## config.mk

```make
export PLATFORM = sky130hd
export DESIGN_NAME = core
export DESIGN_NICKNAME = d
export VERILOG_FILES = /design/src/rtl/core_pkg.sv /design/src/rtl/core.sv /design/src/rtl/memory_stage.sv /design/src/rtl/decode_execute_stage.sv /design/src/rtl/fetch_stage.sv /design/src/rtl/register_file.sv
export SDC_FILE = /design/constraint.sdc
export NUM_CORES = 2
export LEC_CHECK = 0
export BUFFER_PORTS_ARGS = -buffer_cell sky130_fd_sc_hd__buf_2
export CORE_ASPECT_RATIO = 1.5
export CORE_MARGIN = 2
export CORE_UTILIZATION = 61
export CTS_CLUSTER_SIZE = 24
export DETAILED_ROUTE_END_ITERATION = 7
export HOLD_SLACK_MARGIN = 0.02
export PLACE_DENSITY = 0.78
export SLEW_MARGIN = 0
export SYNTH_ARGS = -nofsm -noshare
export SYNTH_HDL_FRONTEND = slang
export SYNTH_HIERARCHICAL = 1
export SYNTH_SLANG_ARGS = --single-unit
```

## constraint.sdc

```tcl
create_clock -name clk -period 7.65 [get_ports clk]
set_input_delay 0.3825 -clock clk [delete_from_list [all_inputs] [get_ports clk]]
set_output_delay 0.3825 -clock clk [all_outputs]
set_load 0.1 [all_outputs]
```

## src/rtl/core_pkg.sv

```systemverilog
`default_nettype none

package core_pkg;

    typedef logic [31:0] word_t;
    typedef logic [4:0]  reg_addr_t;

    // RV32I major opcodes
    localparam logic [6:0] OP_R      = 7'b0110011;
    localparam logic [6:0] OP_IMM    = 7'b0010011;
    localparam logic [6:0] OP_LUI    = 7'b0110111;
    localparam logic [6:0] OP_LOAD   = 7'b0000011;
    localparam logic [6:0] OP_STORE  = 7'b0100011;
    localparam logic [6:0] OP_BRANCH = 7'b1100011;

    typedef enum logic [2:0] {
        ALU_ADD,
        ALU_SUB,
        ALU_AND,
        ALU_OR,
        ALU_XOR,
        ALU_PASS_B
    } alu_op_e;

    typedef struct packed {
        logic  valid;
        word_t pc;
        word_t ir;
    } fetch_reg_t;

    // Result holds the store address for loads and stores
    typedef struct packed {
        logic      valid;
        logic      reg_write;
        logic      is_load;
        logic      is_store;
        reg_addr_t rd;
        word_t     result;
        word_t     store_data;
    } exec_reg_t;

    typedef struct packed {
        logic      en;
        reg_addr_t addr;
        word_t     data;
    } write_back_t;

endpackage

`default_nettype wire
```

## src/rtl/core.sv

```systemverilog
`default_nettype none
`timescale 1ns/100ps

module core #(
    parameter core_pkg::word_t BOOT_ADDRESS = '0
) (
    input  logic            clk,
    input  logic            rst_i,

    // Instruction bus
    output logic            instr_req_o,
    output core_pkg::word_t instr_addr_o,
    input  logic            instr_rsp_i,
    input  core_pkg::word_t instr_data_i,

    // Data bus
    output logic            data_mem_rd_o,
    output logic            data_mem_wr_o,
    output core_pkg::word_t data_addr_o,
    output core_pkg::word_t data_write_o,
    input  logic            data_mem_rsp_i,
    input  core_pkg::word_t data_read_i
);

    core_pkg::fetch_reg_t  fetch_reg;
    core_pkg::exec_reg_t   exec_reg;
    core_pkg::write_back_t write_back;
    core_pkg::reg_addr_t   rs1_addr;
    core_pkg::reg_addr_t   rs2_addr;
    core_pkg::word_t       rs1_data;
    core_pkg::word_t       rs2_data;
    core_pkg::word_t       branch_target;
    logic                  branch_taken;
    logic                  execute_stall;
    logic                  memory_stall;

    fetch_stage #(
        .BOOT_ADDRESS (BOOT_ADDRESS)
    ) i_fetch (
        .clk             (clk),
        .rst_i           (rst_i),
        .branch_taken_i  (branch_taken),
        .branch_target_i (branch_target),
        .execute_stall_i (execute_stall),
        .memory_stall_i  (memory_stall),
        .instr_rsp_i     (instr_rsp_i),
        .instr_data_i    (instr_data_i),
        .fetch_reg_o     (fetch_reg),
        .instr_req_o     (instr_req_o),
        .instr_addr_o    (instr_addr_o)
    );

    decode_execute_stage i_decode_execute (
        .clk             (clk),
        .rst_i           (rst_i),
        .fetch_reg_i     (fetch_reg),
        .rs1_data_i      (rs1_data),
        .rs2_data_i      (rs2_data),
        .write_back_i    (write_back),
        .memory_stall_i  (memory_stall),
        .rs1_addr_o      (rs1_addr),
        .rs2_addr_o      (rs2_addr),
        .exec_reg_o      (exec_reg),
        .branch_taken_o  (branch_taken),
        .branch_target_o (branch_target),
        .execute_stall_o (execute_stall)
    );

    memory_stage i_memory (
        .clk            (clk),
        .rst_i          (rst_i),
        .exec_reg_i     (exec_reg),
        .data_mem_rsp_i (data_mem_rsp_i),
        .data_read_i    (data_read_i),
        .memory_stall_o (memory_stall),
        .write_back_o   (write_back),
        .data_mem_rd_o  (data_mem_rd_o),
        .data_mem_wr_o  (data_mem_wr_o),
        .data_addr_o    (data_addr_o),
        .data_write_o   (data_write_o)
    );

    register_file i_register_file (
        .clk          (clk),
        .write_back_i (write_back),
        .rs1_addr_i   (rs1_addr),
        .rs2_addr_i   (rs2_addr),
        .rs1_data_o   (rs1_data),
        .rs2_data_o   (rs2_data)
    );

endmodule

`default_nettype wire

```

## src/rtl/memory_stage.sv

```systemverilog
`default_nettype none
`timescale 1ns/100ps

module memory_stage (
    input  logic                  clk,
    input  logic                  rst_i,
    input  core_pkg::exec_reg_t   exec_reg_i,
    input  logic                  data_mem_rsp_i,
    input  core_pkg::word_t       data_read_i,
    output logic                  memory_stall_o,
    output core_pkg::write_back_t write_back_o,
    output logic                  data_mem_rd_o,
    output logic                  data_mem_wr_o,
    output core_pkg::word_t       data_addr_o,
    output core_pkg::word_t       data_write_o
);

    typedef enum logic {
        MEM_IDLE,
        MEM_WAIT
    } mem_state_e;

    mem_state_e state_q;
    logic       mem_op;
    logic       done;

    assign mem_op = exec_reg_i.valid && (exec_reg_i.is_load || exec_reg_i.is_store);
    assign done   = (state_q == MEM_WAIT) && data_mem_rsp_i;

    always_ff @(posedge clk) begin
        if (rst_i) begin
            state_q <= MEM_IDLE;
        end else begin
            case (state_q)
                MEM_IDLE: begin
                    if (mem_op) begin
                        state_q <= MEM_WAIT;
                    end
                end
                MEM_WAIT: begin
                    if (data_mem_rsp_i) begin
                        state_q <= MEM_IDLE;
                    end
                end
                default: state_q <= MEM_IDLE;
            endcase
        end
    end

    // exec_reg is frozen while waiting, so address and data hold steady
    assign data_mem_rd_o = (state_q == MEM_WAIT) && exec_reg_i.is_load;
    assign data_mem_wr_o = (state_q == MEM_WAIT) && exec_reg_i.is_store;
    assign data_addr_o   = exec_reg_i.result;
    assign data_write_o  = exec_reg_i.store_data;

    assign memory_stall_o = mem_op && !done;

    // ALU results retire at once, loads in their response cycle
    assign write_back_o.en   = exec_reg_i.valid && exec_reg_i.reg_write &&
                               exec_reg_i.rd != '0 && (!exec_reg_i.is_load || done);
    assign write_back_o.addr = exec_reg_i.rd;
    assign write_back_o.data = exec_reg_i.is_load ? data_read_i : exec_reg_i.result;

endmodule

`default_nettype wire

```

## src/rtl/decode_execute_stage.sv

```systemverilog
`default_nettype none
`timescale 1ns/100ps

module decode_execute_stage (
    input  logic                  clk,
    input  logic                  rst_i,
    input  core_pkg::fetch_reg_t  fetch_reg_i,
    input  core_pkg::word_t       rs1_data_i,
    input  core_pkg::word_t       rs2_data_i,
    input  core_pkg::write_back_t write_back_i,
    input  logic                  memory_stall_i,
    output core_pkg::reg_addr_t   rs1_addr_o,
    output core_pkg::reg_addr_t   rs2_addr_o,
    output core_pkg::exec_reg_t   exec_reg_o,
    output logic                  branch_taken_o,
    output core_pkg::word_t       branch_target_o,
    output logic                  execute_stall_o
);

    core_pkg::exec_reg_t exec_reg_q;
    core_pkg::word_t     ir;
    logic [6:0]          opcode;
    logic [2:0]          funct3;
    core_pkg::reg_addr_t rd;
    core_pkg::word_t     imm_i;
    core_pkg::word_t     imm_s;
    core_pkg::word_t     imm_u;
    core_pkg::word_t     imm_b;
    logic                is_r;
    logic                is_imm;
    logic                is_lui;
    logic                is_load;
    logic                is_store;
    logic                is_branch;
    logic                uses_rs1;
    logic                uses_rs2;
    logic                load_use;
    core_pkg::word_t     op_a;
    core_pkg::word_t     op_b;
    core_pkg::word_t     rs2_value;
    core_pkg::word_t     alu_result;
    core_pkg::alu_op_e   alu_op;

    // Newest value first: ALU result in exec_reg, then the write-back port
    function automatic core_pkg::word_t forward(
        input core_pkg::reg_addr_t   addr,
        input core_pkg::word_t       rf_data,
        input core_pkg::exec_reg_t   ex,
        input core_pkg::write_back_t wb
    );
        if (ex.valid && ex.reg_write && !ex.is_load && ex.rd != '0 && ex.rd == addr) begin
            return ex.result;
        end
        if (wb.en && wb.addr == addr) begin
            return wb.data;
        end
        return rf_data;
    endfunction

    assign ir         = fetch_reg_i.ir;
    assign opcode     = ir[6:0];
    assign funct3     = ir[14:12];
    assign rd         = ir[11:7];
    assign rs1_addr_o = ir[19:15];
    assign rs2_addr_o = ir[24:20];

    assign imm_i = {{20{ir[31]}}, ir[31:20]};
    assign imm_s = {{20{ir[31]}}, ir[31:25], ir[11:7]};
    assign imm_u = {ir[31:12], 12'b0};
    assign imm_b = {{19{ir[31]}}, ir[31], ir[7], ir[30:25], ir[11:8], 1'b0};

    // Unknown opcodes match none of these and pass through as no-ops
    assign is_r      = fetch_reg_i.valid && opcode == core_pkg::OP_R;
    assign is_imm    = fetch_reg_i.valid && opcode == core_pkg::OP_IMM;
    assign is_lui    = fetch_reg_i.valid && opcode == core_pkg::OP_LUI;
    assign is_load   = fetch_reg_i.valid && opcode == core_pkg::OP_LOAD;
    assign is_store  = fetch_reg_i.valid && opcode == core_pkg::OP_STORE;
    assign is_branch = fetch_reg_i.valid && opcode == core_pkg::OP_BRANCH;

    assign uses_rs1 = is_r || is_imm || is_load || is_store || is_branch;
    assign uses_rs2 = is_r || is_store || is_branch;

    assign load_use = exec_reg_q.valid && exec_reg_q.is_load && exec_reg_q.rd != '0 &&
                      ((uses_rs1 && rs1_addr_o == exec_reg_q.rd) ||
                       (uses_rs2 && rs2_addr_o == exec_reg_q.rd));
    assign execute_stall_o = load_use;

    assign op_a      = forward(rs1_addr_o, rs1_data_i, exec_reg_q, write_back_i);
    assign rs2_value = forward(rs2_addr_o, rs2_data_i, exec_reg_q, write_back_i);

    always_comb begin
        alu_op = core_pkg::ALU_ADD;
        op_b   = imm_i;
        if (is_r) begin
            op_b = rs2_value;
            case (funct3)
                3'b000: begin
                    if (ir[30]) begin
                        alu_op = core_pkg::ALU_SUB;
                    end
                end
                3'b100: alu_op = core_pkg::ALU_XOR;
                3'b110: alu_op = core_pkg::ALU_OR;
                3'b111: alu_op = core_pkg::ALU_AND;
                default: alu_op = core_pkg::ALU_ADD;
            endcase
        end else if (is_lui) begin
            alu_op = core_pkg::ALU_PASS_B;
            op_b   = imm_u;
        end else if (is_store) begin
            op_b = imm_s;
        end
    end

    always_comb begin
        case (alu_op)
            core_pkg::ALU_ADD: alu_result = op_a + op_b;
            core_pkg::ALU_SUB: alu_result = op_a - op_b;
            core_pkg::ALU_AND: alu_result = op_a & op_b;
            core_pkg::ALU_OR:  alu_result = op_a | op_b;
            core_pkg::ALU_XOR: alu_result = op_a ^ op_b;
            default:           alu_result = op_b;
        endcase
    end

    // BEQ only, and only once it actually leaves decode
    assign branch_taken_o  = is_branch && funct3 == 3'b000 && op_a == rs2_value &&
                             !load_use && !memory_stall_i;
    assign branch_target_o = fetch_reg_i.pc + imm_b;

    always_ff @(posedge clk) begin
        if (rst_i) begin
            exec_reg_q.valid <= 1'b0;
        end else if (!memory_stall_i) begin
            exec_reg_q.valid <= fetch_reg_i.valid && !load_use;
        end
    end

    always_ff @(posedge clk) begin
        if (!memory_stall_i) begin
            exec_reg_q.reg_write  <= is_r || is_imm || is_lui || is_load;
            exec_reg_q.is_load    <= is_load;
            exec_reg_q.is_store   <= is_store;
            exec_reg_q.rd         <= rd;
            exec_reg_q.result     <= alu_result;
            exec_reg_q.store_data <= rs2_value;
        end
    end

    assign exec_reg_o = exec_reg_q;

endmodule

`default_nettype wire

```

## src/rtl/fetch_stage.sv

```systemverilog
`default_nettype none
`timescale 1ns/100ps

module fetch_stage #(
    parameter core_pkg::word_t BOOT_ADDRESS = '0
) (
    input  logic                 clk,
    input  logic                 rst_i,
    input  logic                 branch_taken_i,
    input  core_pkg::word_t      branch_target_i,
    input  logic                 execute_stall_i,
    input  logic                 memory_stall_i,
    input  logic                 instr_rsp_i,
    input  core_pkg::word_t      instr_data_i,
    output core_pkg::fetch_reg_t fetch_reg_o,
    output logic                 instr_req_o,
    output core_pkg::word_t      instr_addr_o
);

    core_pkg::fetch_reg_t fetch_reg_q;
    core_pkg::word_t      pc_q;
    core_pkg::word_t      pc_next;
    core_pkg::word_t      addr_q;
    logic                 req_q;
    logic                 wrong_path_q;
    logic                 stall;
    logic                 accept;
    logic                 issue;

    assign stall = memory_stall_i || execute_stall_i;

    // Response lands in fetch_reg only on the right path and when not held
    assign accept = req_q && instr_rsp_i && !wrong_path_q && !stall && !branch_taken_i;
    assign issue  = (!req_q || instr_rsp_i) && !(stall && fetch_reg_q.valid);

    always_comb begin
        if (branch_taken_i) begin
            pc_next = branch_target_i;
        end else if (accept) begin
            pc_next = pc_q + 32'd4;
        end else begin
            pc_next = pc_q;
        end
    end

    always_ff @(posedge clk) begin
        if (rst_i) begin
            pc_q              <= BOOT_ADDRESS;
            req_q             <= 1'b0;
            wrong_path_q      <= 1'b0;
            fetch_reg_q.valid <= 1'b0;
        end else begin
            pc_q         <= pc_next;
            req_q        <= issue || (req_q && !instr_rsp_i);
            // Request still in flight for an address left behind by a branch
            wrong_path_q <= (wrong_path_q || branch_taken_i) && req_q && !instr_rsp_i;
            if (accept) begin
                fetch_reg_q.valid <= 1'b1;
            end else if (!stall || branch_taken_i) begin
                fetch_reg_q.valid <= 1'b0;
            end
        end
    end

    always_ff @(posedge clk) begin
        if (issue) begin
            addr_q <= pc_next;
        end
        if (accept) begin
            fetch_reg_q.pc <= addr_q;
            fetch_reg_q.ir <= instr_data_i;
        end
    end

    assign fetch_reg_o  = fetch_reg_q;
    assign instr_req_o  = req_q;
    assign instr_addr_o = addr_q;

endmodule

`default_nettype wire

```

## src/rtl/register_file.sv

```systemverilog
`default_nettype none
`timescale 1ns/100ps

module register_file (
    input  logic                  clk,
    input  core_pkg::write_back_t write_back_i,
    input  core_pkg::reg_addr_t   rs1_addr_i,
    input  core_pkg::reg_addr_t   rs2_addr_i,
    output core_pkg::word_t       rs1_data_o,
    output core_pkg::word_t       rs2_data_o
);

    core_pkg::word_t regs [1:31];

    // x0 reads zero, a same-cycle write is passed straight through
    function automatic core_pkg::word_t read_port(
        input core_pkg::reg_addr_t   addr,
        input core_pkg::write_back_t wb,
        input core_pkg::word_t       stored
    );
        if (addr == '0) begin
            return '0;
        end
        if (wb.en && wb.addr == addr) begin
            return wb.data;
        end
        return stored;
    endfunction

    always_ff @(posedge clk) begin
        if (write_back_i.en && write_back_i.addr != '0) begin
            regs[write_back_i.addr] <= write_back_i.data;
        end
    end

    assign rs1_data_o = read_port(rs1_addr_i, write_back_i, regs[rs1_addr_i]);
    assign rs2_data_o = read_port(rs2_addr_i, write_back_i, regs[rs2_addr_i]);

endmodule

`default_nettype wire

```

==> results_dict.tcl <==
set metrics [dict create \
    drive_gt1_share_pct 21.59 \
    io_pins 167 \
    grt_max_degree 89 \
    final_area_um2 70600 \
    fin_cells 6229 \
    drv_slew 0 \
    worstHoldStart "instr_rsp_i" \
    clockRootBuffer "clkbuf_16" \
    fp.dieH_um 400.7 \
    min_path_cells 3 \
    gp_congestion 1.037 \
    cts.clk_slew.worst_paths_ns 0.07 \
    clock_latency_ns 0.73 \
    path_class "reg2reg" \
    synthCells 4615 \
    setup_violations 0 \
    first_pass_iters 6 \
    required_ns 8.10 \
    routed-wl-met3_um 24390 \
    area_growth_pct 10.33 \
    clockBufferDepth 3 \
    dp.cells 5994 \
    met2WireLength_um 97530 \
    numClockSinks 1197 \
    finalHoldViolCount 0 \
    dr.first_iter.drc_count 6042 \
    clkPwrFrac_pct 34.9 \
    path_cells "buf_12 -> buf_12 -> mux4_2 -> mux2i_1 -> o211ai_1 -> a32o_1 -> o21a_1 -> a211oi_1 -> o31a_1 -> nand4_1 -> or3_4 -> nor3_2 -> a21oi_1 -> xnor2_1 -> ha_1 -> nand2_1 -> o31ai_1 -> o21ai_0 -> buf_4 -> o2111ai_1 -> a31oi_1 -> mux2i_1 -> a221oi_1 -> a21oi_1" \
    r2r_end "i_decode_execute/exec_reg_o[61]$_DFFE_PN_" \
    fin_nets 4938 \
    wl_per_cell_um 32.95 \
    antenna_found_initial 7 \
    crit_path_max_fanout 51 \
    die_area_um2 107600 \
    ys_types 102 \
    cts_tree "yes" \
    ys_seq_area_share_pct 55.59 \
    ant_nets 0 \
    utilization_pct 67.80 \
    syn_nets 4813 \
    seqPwrFrac_pct 48.6 \
    hp-class "in2reg" \
    cp-start-kind "flop" \
    reg2reg_from "i_fetch/fetch_reg_o[20]$_DFFE_PP_" \
    startpoint "i_fetch/fetch_reg_o[20]$_DFFE_PP_" \
    syn_avg_cell_area_um2 13.87 \
    die_w_um 268.5 \
    slowest_stage "mux4_2" \
    io_buffers 166 \
    synth_ff_type "edfxtp_1" \
    final_common_cell "edfxtp_1" \
    p_int_mw 11.53 \
    synth_top_cell_by_area "edfxtp_1" \
    setup_tns_ns 0 \
    grt_pass1_vias 45614 \
    fp.coreArea_um2 104100 \
    fmax_mhz 135.0 \
    nFillCells 6981 \
    worst_hold_slack_ns 0.09069 \
    wl_met1_um 66550 \
    drv_cap 0 \
    total_leakage_power_nw 24.37 \
    critPathMaxStageDelay_ns 0.57 \
    hpwl_um 134100 \
    p_sw_mw 4.656 \
    ys_warn_count 6 \
    status "finished clean" \
    power.density_nw_per_um2 229.2 \
    synth-seq-cells 1197 \
    drc 0 \
    initial_utilization_pct 61.45 \
    irDropWorstVdd_mv 0.2459 \
    rrSetupSlack_ns 0.24 \
    power.share.switching_pct 28.77 \
    highest_layer "met5" \
    routed_wirelength_um 205200 \
    crit_arrival_ns 7.86 \
    endpoint_kind "flop" \
    min_to "i_fetch/wrong_path_q$_SDFF_PP0_" \
    grt_pass1_wl_um 298100 \
    maxSlewHeadroom_pct 18.48 \
    cts_setup_buffers 0 \
    htree_levels 3 \
    dr_total_vias 45785 \
    layout_common_cells "edfxtp_1 (1160), mux2i_1 (396), mux4_2 (281)" \
    layout_min_cycle_time_ns 7.407 \
    cts_buffers 107 \
    rows 145 \
    syn_area_um2 63990 \
    rsz0062_at_grt "no" \
    skew_ns 0.02388 \
    overflow 0 \
    reg2regPathDepth 24 \
    comb_power_share_pct 16.5 \
    synth-edff-count 1160 \
    async_flop_share_pct 0 \
    finalCritPeriodShare_pct 96.82 \
    synth_top_area_share_pct 54.43 \
    post_dp_cell_area_um2 66640 \
    globalRouteTotalUtil_pct 38.08 \
    synth.area.top_cells "edfxtp_1 (54%), mux4_2 (9.9%), mux2i_1 (6.2%)" \
    viasPerCell 7.350 \
    tightest_slew_ns 1.212 \
]
-- stage by stage --
step                worst slack (ns)  power (mW)
floorplan                      1.173       9.772
global placement              0.5552       10.51
detailed placement            0.5445       10.55
CTS                           0.4490       16.08
global route                 0.02520       16.48
finish                        0.2433       16.18
-- area by class of cell --
type / instances / area, µm² / area share (%)
Sequential cell: 1197 / 35570 / 50.39
Multi-Input combinational cell: 2904 / 26040 / 36.88
Timing Repair Buffer: 436 / 3266 / 4.625
Clock buffer: 130 / 2828 / 4.005
Tap cell: 1396 / 1747 / 2.474
Clock inverter: 69 / 790.8 / 1.120
Inverter: 94 / 352.8 / 0.4998
Antenna cell: 3 / 7.507 / 0.01063
-- cells in the mapped netlist, types with 14 or more instances --
cell,number
a311oi_1,31
o41ai_1,30
mux2_4,28
mux2i_1,396
o211ai_1,40
xor2_1,39
buf_2,76
inv_1,93
a32o_1,31
ha_1,128
mux2_2,61
a2111o_1,20
a22oi_1,52
a21o_1,19
o2111ai_1,19
nand2_1,248
a221oi_1,29
buf_6,19
edfxtp_1,1160
nor4_1,20
xnor2_1,111
a31oi_1,69
nor2_1,203
a21oi_1,176
o21a_1,26
a211o_1,21
o221ai_1,14
o31ai_1,14
a22o_1,21
a211oi_1,95
o21ai_0,140
mux4_2,281
buf_1,14
nand3_1,67
nor3_1,69
dfxtp_1,37
nand4_1,51
o22ai_1,92
nand2b_1,16
clkbuf_1,178
nor2b_1,48
buf_4,129
a32oi_1,19
-- logic make-up after synthesis --
kind of cell	after synthesis	synth area share, %
AO/OA/AOI/OAI	1023	11.29
XOR/XNOR	151	2.078
adder cells (fa/ha/maj)	130	2.565
buffers and inverters	514	4.221
flip-flops	1197	55.59
multiplexers	767	17.83
AND/OR/NAND/NOR	833	6.429
-- power groups by stage --
stage	Sequential [mW]	Clock [mW]	Combinational, mW
4_1_cts	7.85	5.64	2.58
6_report	7.87	5.64	2.67
3_3_place_gp	8.00	0	2.51
3_5_place_dp	7.99	0	2.55
2_1_floorplan	7.97	0	1.80
5_1_grt	7.87	5.85	2.76
-- registers in the layout, indices dropped and copies added (netlist names) --
| register | cells |
|---|---|
| i_fetch/instr_req_o | 1 |
| i_memory/state_q | 1 |
| i_fetch/instr_addr_o | 32 |
| i_decode_execute/exec_reg_o | 73 |
| i_fetch/fetch_reg_o | 65 |
| i_fetch/pc_q | 32 |
| i_fetch/wrong_path_q | 1 |
| i_register_file/regs | 992 |
-- how the worst max path moves through the flow --
stage / slack, ns / cells after the start / end
after global routing: 0.03 / 19 / i_fetch/pc_q[14]$_SDFF_PP0_
after global placement: 0.56 / 24 / i_decode_execute/exec_reg_o[61]$_DFFE_PN_
after detailed placement: 0.54 / 25 / i_decode_execute/exec_reg_o[62]$_DFFE_PN_
after CTS: 0.45 / 24 / i_decode_execute/exec_reg_o[61]$_DFFE_PN_
after floorplan: 1.17 / 26 / i_decode_execute/exec_reg_o[61]$_DFFE_PN_
final: 0.24 / 24 / i_decode_execute/exec_reg_o[61]$_DFFE_PN_
-- critical path: cells and delay by family, from the launching register on --
kind | cells | cell delay [ns]
adders and majority gates | 1 | 0.41
xor gates and xnor gates | 1 | 0.17
AOI/OAI and AO/OA | 12 | 3.19
DFF | 1 | 0.47
buffers and inverters | 3 | 0.89
and+or+nand+nor | 4 | 1.02
muxes | 3 | 0.90
-- routing by layer --
layer,track usage (%),vias to the layer above
li1,-,18740
met1,46.13,22493
met2,61.24,3680
met3,7.841,864
met4,26.21,8
met5,0,-
-- repair_timing --
| action | 4_1_cts | 5_1_grt |
|---|---|---|
| endpoints found under the setup margin | 0 | 2 |
| gates resized for setup | 0 | 1 |
| hold buffers | 33 | 0 |
| hold endpoints to repair | 33 | 0 |
(Power assumes the default switching activity.)
